## src/hdl/axi_pkg.sv

```systemverilog
package axi_pkg;

	// Bus widths
	localparam int addr_bits = 32;
	localparam int id_bits   = 4;
	// Slave side ID carries the master tag above the master ID
	localparam int ids_bits  = 8;
	localparam int tag_bits  = ids_bits - id_bits;
	localparam int data_bits = 32;
	localparam int strb_bits = data_bits / 8;
	localparam int len_bits  = 4;

	// Write response codes, EXOKAY never produced
	typedef enum logic [1:0] {
		resp_okay   = 2'b00,
		resp_slverr = 2'b10,
		resp_decerr = 2'b11
	} resp_t;

	// Write sequencing, one transaction in flight
	typedef enum logic [3:0] {
		w_idle    = 4'd0,
		w_m0_addr = 4'd1,
		w_m1_addr = 4'd2,
		w_m0_data = 4'd3,
		w_m1_data = 4'd4,
		w_m0_b    = 4'd5,
		w_m1_b    = 4'd6
	} wstate_t;

	// Decoded from address bits 17:16
	typedef enum logic [1:0] {
		sel_s0   = 2'd0,
		sel_s1   = 2'd1,
		sel_s2   = 2'd2,
		sel_none = 2'd3
	} slave_sel_t;

	// Slave side ID, raw word or tag plus master ID
	typedef union packed {
		logic [ids_bits-1:0] raw;
		struct packed {
			logic [tag_bits-1:0] tag;
			logic [id_bits-1:0]  mid;
		} fld;
	} slave_id_u;

endpackage

```

## src/hdl/aw_channel.sv

```systemverilog
`timescale 1ns/1ps

module aw_channel (
	input  axi_pkg::wstate_t              cs,
	input  axi_pkg::slave_sel_t           slave,
	input  logic [axi_pkg::id_bits-1:0]   awid_m0,
	input  logic [axi_pkg::id_bits-1:0]   awid_m1,
	input  logic [axi_pkg::addr_bits-1:0] awaddr_m0,
	input  logic [axi_pkg::addr_bits-1:0] awaddr_m1,
	input  logic [axi_pkg::len_bits-1:0]  awlen_m0,
	input  logic [axi_pkg::len_bits-1:0]  awlen_m1,
	input  logic                          awvalid_m0,
	input  logic                          awvalid_m1,
	output logic                          awready_m0,
	output logic                          awready_m1,
	output logic [axi_pkg::ids_bits-1:0]  awid_s0, awid_s1, awid_s2,
	output logic [axi_pkg::addr_bits-1:0] awaddr_s0, awaddr_s1, awaddr_s2,
	output logic [axi_pkg::len_bits-1:0]  awlen_s0, awlen_s1, awlen_s2,
	output logic                          awvalid_s0, awvalid_s1, awvalid_s2,
	input  logic                          awready_s0, awready_s1, awready_s2,
	output logic                          aw_done
);

	// Master index as tag
	localparam logic [axi_pkg::tag_bits-1:0] tag_m0 = '0;
	localparam logic [axi_pkg::tag_bits-1:0] tag_m1 = {{(axi_pkg::tag_bits-1){1'b0}}, 1'b1};

	// Granted request, already widened
	axi_pkg::slave_id_u            id_bus;
	logic [axi_pkg::addr_bits-1:0] addr_bus;
	logic [axi_pkg::len_bits-1:0]  len_bus;
	logic                          valid_bus;
	logic                          ready_bus;

	// Master onto bus by ADDR state
	always_comb begin
		id_bus     = '0;
		addr_bus   = '0;
		len_bus    = '0;
		valid_bus  = 1'b0;
		awready_m0 = 1'b0;
		awready_m1 = 1'b0;
		case (cs)
			axi_pkg::w_m0_addr: begin
				id_bus.fld.tag = tag_m0;
				id_bus.fld.mid = awid_m0;
				addr_bus       = awaddr_m0;
				len_bus        = awlen_m0;
				valid_bus      = awvalid_m0;
				awready_m0     = ready_bus;
			end
			axi_pkg::w_m1_addr: begin
				id_bus.fld.tag = tag_m1;
				id_bus.fld.mid = awid_m1;
				addr_bus       = awaddr_m1;
				len_bus        = awlen_m1;
				valid_bus      = awvalid_m1;
				awready_m1     = ready_bus;
			end
			default: begin
			end
		endcase
	end

	// Bus out to the decoded slave
	always_comb begin
		{awid_s0, awaddr_s0, awlen_s0, awvalid_s0} = '0;
		{awid_s1, awaddr_s1, awlen_s1, awvalid_s1} = '0;
		{awid_s2, awaddr_s2, awlen_s2, awvalid_s2} = '0;
		case (slave)
			axi_pkg::sel_s0: begin
				{awid_s0, awaddr_s0, awlen_s0, awvalid_s0} = {id_bus.raw, addr_bus, len_bus, valid_bus};
				ready_bus = awready_s0;
			end
			axi_pkg::sel_s1: begin
				{awid_s1, awaddr_s1, awlen_s1, awvalid_s1} = {id_bus.raw, addr_bus, len_bus, valid_bus};
				ready_bus = awready_s1;
			end
			axi_pkg::sel_s2: begin
				{awid_s2, awaddr_s2, awlen_s2, awvalid_s2} = {id_bus.raw, addr_bus, len_bus, valid_bus};
				ready_bus = awready_s2;
			end
			// No slave, accept here and answer DECERR later
			default: begin
				ready_bus = 1'b1;
			end
		endcase
	end

	assign aw_done = valid_bus && ready_bus;

endmodule

```

## src/hdl/axi_write_crossbar.sv

```systemverilog
`timescale 1ns/1ps

module axi_write_crossbar #(
	parameter int timeout_cycles = 16
) (
	input  logic                          aclk,
	input  logic                          rst_n,
	// Master AW
	input  logic [axi_pkg::id_bits-1:0]   awid_m0, awid_m1,
	input  logic [axi_pkg::addr_bits-1:0] awaddr_m0, awaddr_m1,
	input  logic [axi_pkg::len_bits-1:0]  awlen_m0, awlen_m1,
	input  logic                          awvalid_m0, awvalid_m1,
	output logic                          awready_m0, awready_m1,
	// Master W
	input  logic [axi_pkg::data_bits-1:0] wdata_m0, wdata_m1,
	input  logic [axi_pkg::strb_bits-1:0] wstrb_m0, wstrb_m1,
	input  logic                          wlast_m0, wlast_m1,
	input  logic                          wvalid_m0, wvalid_m1,
	output logic                          wready_m0, wready_m1,
	// Master B
	output logic [axi_pkg::id_bits-1:0]   bid_m0, bid_m1,
	output logic [1:0]                    bresp_m0, bresp_m1,
	output logic                          bvalid_m0, bvalid_m1,
	input  logic                          bready_m0, bready_m1,
	// Slave AW, widened IDs
	output logic [axi_pkg::ids_bits-1:0]  awid_s0, awid_s1, awid_s2,
	output logic [axi_pkg::addr_bits-1:0] awaddr_s0, awaddr_s1, awaddr_s2,
	output logic [axi_pkg::len_bits-1:0]  awlen_s0, awlen_s1, awlen_s2,
	output logic                          awvalid_s0, awvalid_s1, awvalid_s2,
	input  logic                          awready_s0, awready_s1, awready_s2,
	// Slave W
	output logic [axi_pkg::data_bits-1:0] wdata_s0, wdata_s1, wdata_s2,
	output logic [axi_pkg::strb_bits-1:0] wstrb_s0, wstrb_s1, wstrb_s2,
	output logic                          wlast_s0, wlast_s1, wlast_s2,
	output logic                          wvalid_s0, wvalid_s1, wvalid_s2,
	input  logic                          wready_s0, wready_s1, wready_s2,
	// Slave B
	input  logic [axi_pkg::ids_bits-1:0]  bid_s0, bid_s1, bid_s2,
	input  logic [1:0]                    bresp_s0, bresp_s1, bresp_s2,
	input  logic                          bvalid_s0, bvalid_s1, bvalid_s2,
	output logic                          bready_s0, bready_s1, bready_s2
);

	// Steering from the FSM
	axi_pkg::wstate_t    cs;
	axi_pkg::slave_sel_t slave;
	// Phase handshakes back to the FSM
	logic                aw_done;
	logic                w_done;
	logic                b_done;
	// B-phase watchdog
	logic                slave_bvalid;
	logic                timeout;

	write_arbiter_fsm u_fsm (.*);

	response_timer #(
		.timeout_cycles(timeout_cycles)
	) u_timer (.*);

	aw_channel u_aw (.*);

	w_channel u_w (.*);

	b_channel u_b (.*);

endmodule

```

## src/hdl/b_channel.sv

```systemverilog
`timescale 1ns/1ps

module b_channel (
	input  logic                          aclk,
	input  axi_pkg::wstate_t              cs,
	input  axi_pkg::slave_sel_t           slave,
	input  logic                          timeout,
	input  logic                          aw_done,
	input  logic [axi_pkg::id_bits-1:0]   awid_m0,
	input  logic [axi_pkg::id_bits-1:0]   awid_m1,
	input  logic [axi_pkg::ids_bits-1:0]  bid_s0, bid_s1, bid_s2,
	input  logic [1:0]                    bresp_s0, bresp_s1, bresp_s2,
	input  logic                          bvalid_s0, bvalid_s1, bvalid_s2,
	output logic                          bready_s0, bready_s1, bready_s2,
	output logic [axi_pkg::id_bits-1:0]   bid_m0, bid_m1,
	output logic [1:0]                    bresp_m0, bresp_m1,
	output logic                          bvalid_m0, bvalid_m1,
	input  logic                          bready_m0, bready_m1,
	output logic                          slave_bvalid,
	output logic                          b_done
);

	// Selected slave's response
	axi_pkg::slave_id_u          bid_bus;
	logic [1:0]                  bresp_bus;
	logic                        bvalid_bus;
	// Response toward the master, passed through or generated
	logic [axi_pkg::id_bits-1:0] rsp_id;
	logic [1:0]                  rsp_code;
	logic                        rsp_valid;
	logic                        rsp_ready;
	// ID of the write in flight
	logic [axi_pkg::id_bits-1:0] err_id;

	// Captured at AW for generated responses
	always_ff @(posedge aclk) begin
		if (aw_done) begin
			err_id <= (cs == axi_pkg::w_m1_addr) ? awid_m1 : awid_m0;
		end
	end

	// Stage one, slave onto bus
	always_comb begin
		bid_bus   = '0;
		bresp_bus = '0;
		bvalid_bus = 1'b0;
		bready_s0 = 1'b0;
		bready_s1 = 1'b0;
		bready_s2 = 1'b0;
		// After timeout the late answer is swallowed
		case (slave)
			axi_pkg::sel_s0: begin
				{bid_bus, bresp_bus, bvalid_bus} = {bid_s0, bresp_s0, bvalid_s0};
				bready_s0 = rsp_ready || timeout;
			end
			axi_pkg::sel_s1: begin
				{bid_bus, bresp_bus, bvalid_bus} = {bid_s1, bresp_s1, bvalid_s1};
				bready_s1 = rsp_ready || timeout;
			end
			axi_pkg::sel_s2: begin
				{bid_bus, bresp_bus, bvalid_bus} = {bid_s2, bresp_s2, bvalid_s2};
				bready_s2 = rsp_ready || timeout;
			end
			default: begin
			end
		endcase
	end

	assign slave_bvalid = bvalid_bus;

	// Decode error first, then timeout, else the slave
	always_comb begin
		if (slave == axi_pkg::sel_none) begin
			rsp_id    = err_id;
			rsp_code  = axi_pkg::resp_decerr;
			rsp_valid = 1'b1;
		end else if (timeout) begin
			rsp_id    = err_id;
			rsp_code  = axi_pkg::resp_slverr;
			rsp_valid = 1'b1;
		end else begin
			// Tag stripped, master ID only
			rsp_id    = bid_bus.fld.mid;
			rsp_code  = bresp_bus;
			rsp_valid = bvalid_bus;
		end
	end

	// Stage two, bus to the master named by the B state
	always_comb begin
		{bid_m0, bresp_m0, bvalid_m0} = '0;
		{bid_m1, bresp_m1, bvalid_m1} = '0;
		rsp_ready = 1'b0;
		case (cs)
			axi_pkg::w_m0_b: begin
				{bid_m0, bresp_m0, bvalid_m0} = {rsp_id, rsp_code, rsp_valid};
				rsp_ready = bready_m0;
			end
			axi_pkg::w_m1_b: begin
				{bid_m1, bresp_m1, bvalid_m1} = {rsp_id, rsp_code, rsp_valid};
				rsp_ready = bready_m1;
			end
			default: begin
			end
		endcase
	end

	assign b_done = rsp_valid && rsp_ready;

endmodule

```

## src/hdl/response_timer.sv

```systemverilog
`timescale 1ns/1ps

module response_timer #(
	parameter int timeout_cycles = 16
) (
	input  logic             aclk,
	input  logic             rst_n,
	input  axi_pkg::wstate_t cs,
	input  logic             slave_bvalid,
	output logic             timeout
);

	localparam int                  cnt_bits = $clog2(timeout_cycles + 1);
	localparam logic [cnt_bits-1:0] limit    = cnt_bits'(timeout_cycles);

	logic                in_b;
	logic [cnt_bits-1:0] count;

	assign in_b = (cs == axi_pkg::w_m0_b) || (cs == axi_pkg::w_m1_b);

	// Cleared outside B, saturates at the limit
	always_ff @(posedge aclk) begin
		if (!rst_n || !in_b) begin
			count <= '0;
		end else if (!slave_bvalid && (count != limit)) begin
			// Only slave silence counts, master back-pressure does not
			count <= count + 1'b1;
		end
	end

	// Held until the state leaves B
	assign timeout = in_b && (count == limit);

endmodule

```

## src/hdl/w_channel.sv

```systemverilog
`timescale 1ns/1ps

module w_channel (
	input  axi_pkg::wstate_t              cs,
	input  axi_pkg::slave_sel_t           slave,
	input  logic [axi_pkg::data_bits-1:0] wdata_m0,
	input  logic [axi_pkg::data_bits-1:0] wdata_m1,
	input  logic [axi_pkg::strb_bits-1:0] wstrb_m0,
	input  logic [axi_pkg::strb_bits-1:0] wstrb_m1,
	input  logic                          wlast_m0,
	input  logic                          wlast_m1,
	input  logic                          wvalid_m0,
	input  logic                          wvalid_m1,
	output logic                          wready_m0,
	output logic                          wready_m1,
	output logic [axi_pkg::data_bits-1:0] wdata_s0, wdata_s1, wdata_s2,
	output logic [axi_pkg::strb_bits-1:0] wstrb_s0, wstrb_s1, wstrb_s2,
	output logic                          wlast_s0, wlast_s1, wlast_s2,
	output logic                          wvalid_s0, wvalid_s1, wvalid_s2,
	input  logic                          wready_s0, wready_s1, wready_s2,
	output logic                          w_done
);

	// Beat from the granted master
	logic [axi_pkg::data_bits-1:0] data_bus;
	logic [axi_pkg::strb_bits-1:0] strb_bus;
	logic                          last_bus;
	logic                          valid_bus;
	logic                          ready_bus;

	// Master onto bus by DATA state
	always_comb begin
		data_bus  = '0;
		strb_bus  = '0;
		last_bus  = 1'b0;
		valid_bus = 1'b0;
		wready_m0 = 1'b0;
		wready_m1 = 1'b0;
		case (cs)
			axi_pkg::w_m0_data: begin
				{data_bus, strb_bus, last_bus, valid_bus} = {wdata_m0, wstrb_m0, wlast_m0, wvalid_m0};
				wready_m0 = ready_bus;
			end
			axi_pkg::w_m1_data: begin
				{data_bus, strb_bus, last_bus, valid_bus} = {wdata_m1, wstrb_m1, wlast_m1, wvalid_m1};
				wready_m1 = ready_bus;
			end
			default: begin
			end
		endcase
	end

	// Bus out to the decoded slave
	always_comb begin
		{wdata_s0, wstrb_s0, wlast_s0, wvalid_s0} = '0;
		{wdata_s1, wstrb_s1, wlast_s1, wvalid_s1} = '0;
		{wdata_s2, wstrb_s2, wlast_s2, wvalid_s2} = '0;
		case (slave)
			axi_pkg::sel_s0: begin
				{wdata_s0, wstrb_s0, wlast_s0, wvalid_s0} = {data_bus, strb_bus, last_bus, valid_bus};
				ready_bus = wready_s0;
			end
			axi_pkg::sel_s1: begin
				{wdata_s1, wstrb_s1, wlast_s1, wvalid_s1} = {data_bus, strb_bus, last_bus, valid_bus};
				ready_bus = wready_s1;
			end
			axi_pkg::sel_s2: begin
				{wdata_s2, wstrb_s2, wlast_s2, wvalid_s2} = {data_bus, strb_bus, last_bus, valid_bus};
				ready_bus = wready_s2;
			end
			// Sink beats bound for no slave
			default: begin
				ready_bus = 1'b1;
			end
		endcase
	end

	// Only the accepted last beat closes the phase
	assign w_done = valid_bus && ready_bus && last_bus;

endmodule

```

## src/hdl/write_arbiter_fsm.sv

```systemverilog
`timescale 1ns/1ps

module write_arbiter_fsm (
	input  logic                          aclk,
	input  logic                          rst_n,
	input  logic                          awvalid_m0,
	input  logic                          awvalid_m1,
	input  logic [axi_pkg::addr_bits-1:0] awaddr_m0,
	input  logic [axi_pkg::addr_bits-1:0] awaddr_m1,
	input  logic                          aw_done,
	input  logic                          w_done,
	input  logic                          b_done,
	output axi_pkg::wstate_t              cs,
	output axi_pkg::slave_sel_t           slave
);

	// High when M1 held the last grant
	logic last_m1;
	logic pick_m0;

	// M0 wins alone, or on a tie once M1 had its turn
	assign pick_m0 = awvalid_m0 && (!awvalid_m1 || last_m1);

	always_ff @(posedge aclk) begin
		if (!rst_n) begin
			cs      <= axi_pkg::w_idle;
			slave   <= axi_pkg::sel_none;
			// M0 goes first after reset
			last_m1 <= 1'b1;
		end else begin
			case (cs)
				axi_pkg::w_idle: begin
					// Grant and latch the target slave together
					if (pick_m0) begin
						cs      <= axi_pkg::w_m0_addr;
						slave   <= axi_pkg::slave_sel_t'(awaddr_m0[17:16]);
						last_m1 <= 1'b0;
					end else if (awvalid_m1) begin
						cs      <= axi_pkg::w_m1_addr;
						slave   <= axi_pkg::slave_sel_t'(awaddr_m1[17:16]);
						last_m1 <= 1'b1;
					end
				end
				// Address phase ends on the AW handshake
				axi_pkg::w_m0_addr: begin
					if (aw_done) begin
						cs <= axi_pkg::w_m0_data;
					end
				end
				axi_pkg::w_m1_addr: begin
					if (aw_done) begin
						cs <= axi_pkg::w_m1_data;
					end
				end
				// Data phase ends on the accepted last beat
				axi_pkg::w_m0_data: begin
					if (w_done) begin
						cs <= axi_pkg::w_m0_b;
					end
				end
				axi_pkg::w_m1_data: begin
					if (w_done) begin
						cs <= axi_pkg::w_m1_b;
					end
				end
				// Response taken by the master
				axi_pkg::w_m0_b, axi_pkg::w_m1_b: begin
					if (b_done) begin
						cs <= axi_pkg::w_idle;
					end
				end
				default: begin
					cs <= axi_pkg::w_idle;
				end
			endcase
		end
	end

endmodule

```

## config.mk

```make
export PLATFORM = sky130hd
export DESIGN_NAME = axi_write_crossbar
export DESIGN_NICKNAME = d
export VERILOG_FILES = /design/src/hdl/axi_pkg.sv /design/src/hdl/aw_channel.sv /design/src/hdl/axi_write_crossbar.sv /design/src/hdl/b_channel.sv /design/src/hdl/response_timer.sv /design/src/hdl/w_channel.sv /design/src/hdl/write_arbiter_fsm.sv
export SDC_FILE = /design/constraint.sdc
export NUM_CORES = 1
export LEC_CHECK = 0
export CAP_MARGIN = 20
export CORE_AREA = 2 2 184 186
export CTS_CLUSTER_DIAMETER = 150
export CTS_CLUSTER_SIZE = 25
export DETAILED_ROUTE_END_ITERATION = 7
export DIE_AREA = 0 0 186 188
export DONT_BUFFER_PORTS = 1
export GPL_ROUTABILITY_DRIVEN = 0
export MAX_ROUTING_LAYER = met4
export PLACE_DENSITY = 0.3
export SKIP_LAST_GASP = 1
export SYNTH_ARGS = -nofsm -noshare
export SYNTH_HDL_FRONTEND = slang
export SYNTH_SLANG_ARGS = --single-unit
export TNS_END_PERCENT = 50
```

## constraint.sdc

```tcl
create_clock -name aclk -period 3.6 [get_ports aclk]
set_clock_uncertainty 0.15 [all_clocks]
set_input_delay 0.36 -clock aclk [delete_from_list [all_inputs] [get_ports aclk]]
set_output_delay 0.36 -clock aclk [all_outputs]
set_load 0.05 [all_outputs]
```

======== Yosys cells after proc, flatten, opt, wreduce, memory -nomap -nowiden ========
Cells that the tools add are included.
operators by class
  add/subtract/negate cells ............... 1
  equality and inequality tests ........... 17
  multiplexer cells ....................... 70
  reduce and logical (&&, ||, !) cells .... 21
operators by type and width
  cell                   number
  $mux W32               6
  $pmux W32 S2           2
  $mux W4                18
  $pmux W4 S6            1
  $mux W1                22
  $pmux W4 S2            2
  $mux W5                3
  $eq A4 B3 Y1 const B   3
  $mux W2                6
  $pmux W4 S3            1
  $pmux W5 S2            1
  $pmux W1 S3            3
  $eq A4 B2 Y1 const B   2
  $pmux W1 S2            4
  $logic_and A1 B1 Y1    7
  $ne A2 B2 Y1 const B   3
  $pmux W2 S3            1
  $reduce_and A6 Y1      1
  $add A5 B1 Y5 const B  1
  $eq A5 B5 Y1 const B   1
  $ne A5 B5 Y1 const B   1
  $eq A2 B2 Y1 const B   2
  $eq A4 B1 Y1 const B   1
  $logic_not A1 Y1       4
  other kinds (9)        13
word-level totals
  flip-flop bits (word level) ............. 16
  word-level logic and storage cells ...... 114

======== Logic depth before layout (Yosys ltp) ========
Gate-level depths: netlist of run 1.
  depth after elaboration ................. 8
  gate-level depth with buffers ........... 8
  gate-level depth less buffers ........... 7

======== Hierarchy ========
A second synthesis of run 1 with hierarchy kept.
unflattened totals
  cells, all modules ...................... 652
  area, all modules ....................... 4436.8 um2
by module, submodules not included
  module             cells each  sequential area each (um2)  times used  area each (um2)
  aw_channel         307         0.0                         1           1954.4
  w_channel          187         0.0                         1           1113.6
  b_channel          79          120.1                       1           674.4
  write_arbiter_fsm  46          120.1                       1           410.4
  response_timer     33          100.1                       1           284.0

======== Worst setup path before layout of run 1 ========
OpenSTA, ideal clock, no wires.
  kind .................................... flip-flop to output port
  from .................................... reg u_fsm.cs[2]
  to ...................................... out wready_m1
  data arrival time ....................... 2.551 ns
  stages on the path, launching flop included .. 5
  path buffers ............................ 2
  path slack .............................. 0.539 ns
  required time ........................... 3.090 ns
  cells stage by stage .................... dfxtp_1 -> clkbuf_1 -> clkbuf_1 -> inv_1 -> nor4_1
on the way
  longest elaborated chain between the ends .. 2
ends and longest elaborated chain
  item                    RTL line                  text
  from (decl)             write_arbiter_fsm.sv:13   output axi_pkg::wstate_t cs,
  from (signal assigned)  write_arbiter_fsm.sv:26   cs <= axi_pkg::w_idle;
  from (signal assigned)  write_arbiter_fsm.sv:35   cs <= axi_pkg::w_m0_addr;
  from (signal assigned)  write_arbiter_fsm.sv:39   cs <= axi_pkg::w_m1_addr;
  $eq A4 B3 Y1            w_channel.sv:39           case (cs)
  $mux W1                 w_channel.sv:39
  to (decl)               axi_write_crossbar.sv:19  output logic wready_m0, wready_m1,
No other way between the ends.

======== Worst setup path after layout of run 1 ========
  from .................................... reg u_fsm.cs[1]
  to ...................................... out awaddr_s2[8] (netlist name)
on the way
  longest elaborated chain between the ends .. 3
  elaborated cells between the ends (all ways) .. 4
  those cells by class .................... 2 x eq/ne; 2 x mux
ends and longest elaborated chain
  item                                                 RTL line                  text
  $eq A4 B2 Y1 / $eq A4 B1 Y1 (equally long branches)  aw_channel.sv:43          case (cs)
  $pmux W32 S2 *                                       aw_channel.sv:43
  $mux W32 *                                           aw_channel.sv:70          case (slave)
  to (decl)                                            axi_write_crossbar.sv:27  output logic [axi_pkg::addr_bits-1:0] awaddr_s0, awaddr_s1, awaddr_s2,
Mark *: on every way between the ends. The rest lies on a longest branch, timed or not.

==> results of run 1 <==
-- routing by layer --
metal / wire, um / up-vias
met4: 489 / 0
met3: 1190 / 23
met2: 10700 / 256
met5: 0 / -
li1: - / 2282
met1: 8700 / 2156
-- power breakdown --
group	switching, W	leakage [nW]	internal (W)
clock network	0.0000724	0.0382	0.000150
logic	0.00188	2.19	0.000668
registers	0.0000824	0.127	0.000217
-- worst max-delay path: stages (launching register included) --
cell,delay [ns]
dfxtp_1,0.77
and2_2,0.72
buf_4,0.31
a22oi_1,0.13
nor2_1,0.32
buf_4,0.27
-- sequential cells by signal (all words and copies together) (netlist names) --
register,count
u_b.err_id,4
u_fsm.last_m1,1
u_fsm.cs,3
u_fsm.slave,2
u_timer.count,5
-- stage by stage --
stage | hold slack (ns) | util
final | 0.0457 | 0.167
after global routing | 0.0613 | 0.167
after CTS | 0.0423 | 0.167
after detailed placement | 0.299 | 0.165
after global placement | 0.295 | 0.165
after floorplan | 0.286 | -
-- final cells by class --
cell class	count	area share
Multi-Input combinational cell	469	0.443
Timing Repair Buffer	273	0.375
Tap cell	448	0.101
Antenna cell	1	0.000452
Clock buffer	4	0.0142
Sequential cell	15	0.0615
Inverter	7	0.00475
-- worst paths after layout --
kind | startpoint | to | slack [ns] | cells past startpoint
min | rst_n | u_fsm.last_m1 | 0.05 | 1
max reg2reg | u_fsm.cs[1] | u_b.err_id[1] | 0.68 | 4
max | u_fsm.cs[1] | awaddr_s2[8] | 0.29 | 5
min reg2reg | u_timer.count[4] | u_timer.count[4] | 0.36 | 2
-- kinds of logic after synthesis --
logic type      synth area share
simple gates               0.431
compound gates             0.286
buf+inv                    0.104
flops                      0.112
mux                       0.0423
xor+xnor                  0.0144
fa+ha+maj                0.00822
other cells              0.00123
-- Yosys cell counts, types with 5 or more instances --
cell and number:
nand2_1 22, o21ai_0 10, nor2b_1 5, mux2i_1 5, clkbuf_1 34, nor2_1 273
inv_1 7, buf_1 8, dfxtp_1 11, buf_4 9, buf_2 11, a22oi_1 80
a21oi_1 6, mux2_2 6
==> metrics.yaml, run 1 <==
status:
  outcome: "finished clean"
global_route:
  grt.busiest_layer: "met2"
  grt_use_total: 0.113
  grt_overflow: 0
  grt_pass1_wl_um: 28700
  grt_pass1_vias: 4330
  met2_usage: 0.197
  grt_max_degree: 59
  grtUsageMet1: 0.140
  antenna_found_initial: 3
  grt_use_met3: 0.00893
die:
  num_io_pins: 471
  start_util: 0.0919
  rows: 67
  die_h_um: 188
  core_sq_um: 33100
  chipWidth_um: 186
  dieArea_sq_um: 35000
power_and_ir_drop:
  peakVddDrop_uv: 189
  power_density_nw_per_um2: 554
  p_leak_nw: 2.35
  finalPower_w: 0.00307
synth:
  synth_area_leaders: "nor2_1, a22oi_1, dfxtp_1, clkbuf_1, edfxtp_1"
  ys_seq_area_frac: 0.112
  yosys_warnings: 0
  syn-mean-instance-area_sq_um: 5.58
  synth-async-reset-ratio: 0
  synth_top_cell_by_area: "nor2_1"
  synth.distinct_cells: 48
  postSynthCellCount: 546
  synth_area_sq_um: 3040
  synthFlopType: "dfxtp_1"
  synth_edf_count: 4
  ys_seq_elements: 15
  yosysTopAreaCellShare: 0.337
cells_and_area:
  design_area_sq_um: 5540
  final_nets: 972
  multi_input_area_sq_um: 2450
  layout-drive-gt1-share: 0.379
  seq_area_sq_um: 340
  fillCellCount: 3843
  final_cell_mix: "nor2_1, buf_4, a22oi_1"
  instances_no_fill: 1217
  syn2layout_area_growth_pct: 81.9
  layout_commonest_cell: "nor2_1"
clock_tree:
  clk_pin_slew_worst_paths_ns: 0.05
  clock_latency_ns: 0.25
  root_buffer: "clkbuf_16"
  htree_levels: 1
  cts_resized: 0
  cts_sinks: 15
  cts_inserted_buffers: 3
  clockBufferDepth: 2
  cts_tree: "done"
  cts_hold_buf: 0
  postCtsSetupBuffers: 0
setup_path:
  cp_max_fo: 25
  critical_path_class: "register to output port"
  endpoint_kind: "output port"
  cp.required_ns: 3.09
  critPathLaunchType: "register"
  worstPathArrival_ns: 2.80
route:
  via_per_inst: 3.88
  drc: 0
  wl_um: 21000
  wire_per_inst_um: 17.3
  ant_nets: 0
  drtPass1Iterations: 5
  vias: 4717
  drt_iter0_drc: 281
timing:
  setup_violations: 0
  slew_headroom: 0.465
  fmax_mhz: 302
  fin_tns_setup_ns: 0
  worst_pin_slew_ns: 0.794
  hold_viol: 0
  period_share: 0.921
  fin_crit_ns: 3.31
  layout_setup_ws_ns: 0.286
  rsz0062_at_grt: "false"
  final_max_slew_viol_count: 0
placed_design:
  place_ws_ns: 0.602
  numPortBuffers: 0
  dp_hpwl_um: 17300
  dp_cells: 1212
  dpl_cell_area_sq_um: 5460
min_path:
  hp-class: "primary input to register"
run:
  cap_violations: 0
(Power assumes the default switching activity.)
==> inputs of run 2 (changes only) <==
--- a/config.mk
+++ b/config.mk
@@ -13,6 +13,7 @@
 export DIE_AREA = 0 0 186 188
 export DONT_BUFFER_PORTS = 1
 export GPL_ROUTABILITY_DRIVEN = 0
+export HOLD_SLACK_MARGIN = 0.12
 export MAX_ROUTING_LAYER = met4
 export PLACE_DENSITY = 0.3
 export SKIP_LAST_GASP = 1
==> run 2 against run 1 <==
Against the previous run:
- count of clock-buffer cells in the layout did not move
- core utilization about the same
- critical path depth unchanged
- first-iteration DRC count increased by 9.6%
- register-to-register slack barely moved
- largest cell class unchanged
- highest routed layer unchanged
==> metrics.yaml, run 2 (synthesis results as in run 1) <==
status:
  outcome: "finished clean"
power_and_ir_drop:
  comb_power_share: 0.831  # about the same
  pwr-share-clk: 0.072  # about the same
  p_leak_nw: 2.36  # +0.18%
  switchingPower_w: 0.00203  # about the same
  power_density_nw_per_um2: 553  # -0.11%
  seqPwrFrac: 0.097  # about the same
  peakVddDrop_uv: 189  # about the same
  power_switching_share: 0.662  # about the same
  intPower_w: 0.00104  # about the same
setup_path:
  crit_path_start: "u_fsm.cs[1]"
  critPathLaunchType: "register"
  cp_max_fo: 25  # unchanged
  cp.required_ns: 3.09  # about the same
  endpoint_kind: "output port"
  rr_startpoint: "u_fsm.cs[1]"
  worstPathArrival_ns: 2.79  # about the same
  rrSetupSlack_ns: 0.69  # about the same
  reg2reg_to: "u_b.err_id[1]"
  critical_path_class: "register to output port"
  reg2reg_depth: 4  # unchanged
clock_tree:
  clock_latency_ns: 0.25  # about the same
  clk_pin_slew_worst_paths_ns: 0.05  # about the same
  root_buffer: "clkbuf_16"
  cts_hold_buf: 1  # +1
  postCtsSetupBuffers: 0  # unchanged
  cts_tree: "done"
  htree_levels: 1  # unchanged
  cts_resized: 0  # unchanged
  cts_sinks: 15  # unchanged
  clockBufferDepth: 2  # unchanged
  cts_inserted_buffers: 3  # unchanged
timing:
  worst_pin_slew_ns: 0.787  # -0.00721 ns
  fin_tns_setup_ns: 0  # unchanged
  final_max_slew_viol_count: 0  # unchanged
  period_share: 0.916  # -0.00470
  slew_headroom: 0.470  # +0.00486
  setup_violations: 0  # unchanged
  rsz0062_at_grt: "false"
  fmax_mhz: 303  # +0.51%
  hold_viol: 0  # unchanged
  fin_crit_ns: 3.30  # -0.0169 ns
min_path:
  hp-class: "primary input to register"
  hold_path_end: "u_fsm.cs[1]"
  hold_path_depth: 2  # +1
  hold_start: "rst_n"
run:
  cap_violations: 0  # unchanged
global_route:
  grt_pass1_wl_um: 28800  # +0.19%
  grt_use_total: 0.113  # +0.000292
  antenna_found_initial: 3  # unchanged
  grt_pass1_vias: 4335  # +0.12%
  grt_overflow: 0  # unchanged
  grt_max_degree: 59  # unchanged
cells_and_area:
  design_area_sq_um: 5550  # +0.18%
  syn2layout_area_growth_pct: 82.2
  final_nets: 973  # +0.10%
  reg.largest.list: "u_timer.count (5), u_b.err_id (4), u_fsm.cs (3)"
  largest_reg_flops: 5  # unchanged
  layout-drive-gt1-share: 0.378  # -0.000493
  final_cell_mix: "nor2_1, buf_4, a22oi_1"
  layout_commonest_cell: "nor2_1"
  top_register: "u_timer.count"
route:
  wire_per_inst_um: 17.3  # +0.23%
  ant_nets: 0  # unchanged
  drtPass1Iterations: 5  # unchanged
  via_per_inst: 3.90  # +0.60%
  drt_iter0_drc: 308  # +9.6%
  drc: 0  # unchanged
  wl_um: 21100  # +0.31%
  vias: 4749  # +0.68%
die:
  start_util: 0.0919  # unchanged
  dieArea_sq_um: 35000  # unchanged
  core_sq_um: 33100  # unchanged
  die_h_um: 188  # unchanged
  chipWidth_um: 186  # unchanged
  rows: 67  # unchanged
  num_io_pins: 471  # unchanged
placed_design:
  numPortBuffers: 0  # unchanged
  dpl_cell_area_sq_um: 5460  # unchanged
  dp_hpwl_um: 17300  # unchanged
[run 2: worst max-delay path, cell delays in order, from the launching register on]
cell,delay [ns]
dfxtp_1,0.76
and2_2,0.72
buf_4,0.31
a22oi_1,0.13
nor2_1,0.31
buf_4,0.27
[run 2: through the flow]
| step | hold WS, ns | util | cells | setup slack [ns] | power (W) |
|---|---|---|---|---|---|
| after global routing | 0.149 | 0.168 | 1218 | 0.156 | 0.00329 |
| after floorplan | 0.286 | - | 554 | 0.539 | 0.00207 |
| after detailed placement | 0.299 | 0.165 | 1212 | 0.602 | 0.00289 |
| final | 0.139 | 0.168 | 1218 | 0.303 | 0.00307 |
| after global placement | 0.295 | 0.165 | 1212 | 0.620 | 0.00289 |
| after CTS | 0.134 | 0.167 | 1217 | 0.327 | 0.00312 |
[run 2: worst max path at each step]
stage / to / depth (start not counted)
finish: awaddr_s2[8] / 5
global route: awaddr_s2[8] / 5
CTS: awaddr_s2[8] / 5
detailed placement: awaddr_s2[8] / 5
global placement: awaddr_s2[8] / 5
floorplan: wready_m1 / 4
[run 2: power by group through the flow]
stage          clock network, W  logic [W]  registers (W)
6_report               0.000220    0.00255       0.000298
5_1_grt                0.000237    0.00274       0.000311
4_1_cts                0.000229    0.00259       0.000299
3_5_place_dp                  0    0.00258       0.000302
3_3_place_gp                  0    0.00259       0.000300
2_1_floorplan                 0    0.00183       0.000238
[run 2: layout make-up]
type,instances,area [sq um]
diodes,1,2.50
flip-flops and latches,15,340
repair buffers,274,2080
inverters,7,26.3
clock buffers,4,78.8
multi-input cells,469,2450
well taps,448,561
fillers,3845,27600
[run 2: routing by layer]
| layer | part of all wire | global-route usage | vias to the layer above |
|---|---|---|---|
| met5 | 0 | - | - |
| met4 | 0.023 | 0.0282 | 0 |
| met3 | 0.052 | 0.00893 | 23 |
| met2 | 0.51 | 0.198 | 261 |
| met1 | 0.42 | 0.141 | 2181 |
| li1 | - | - | 2284 |
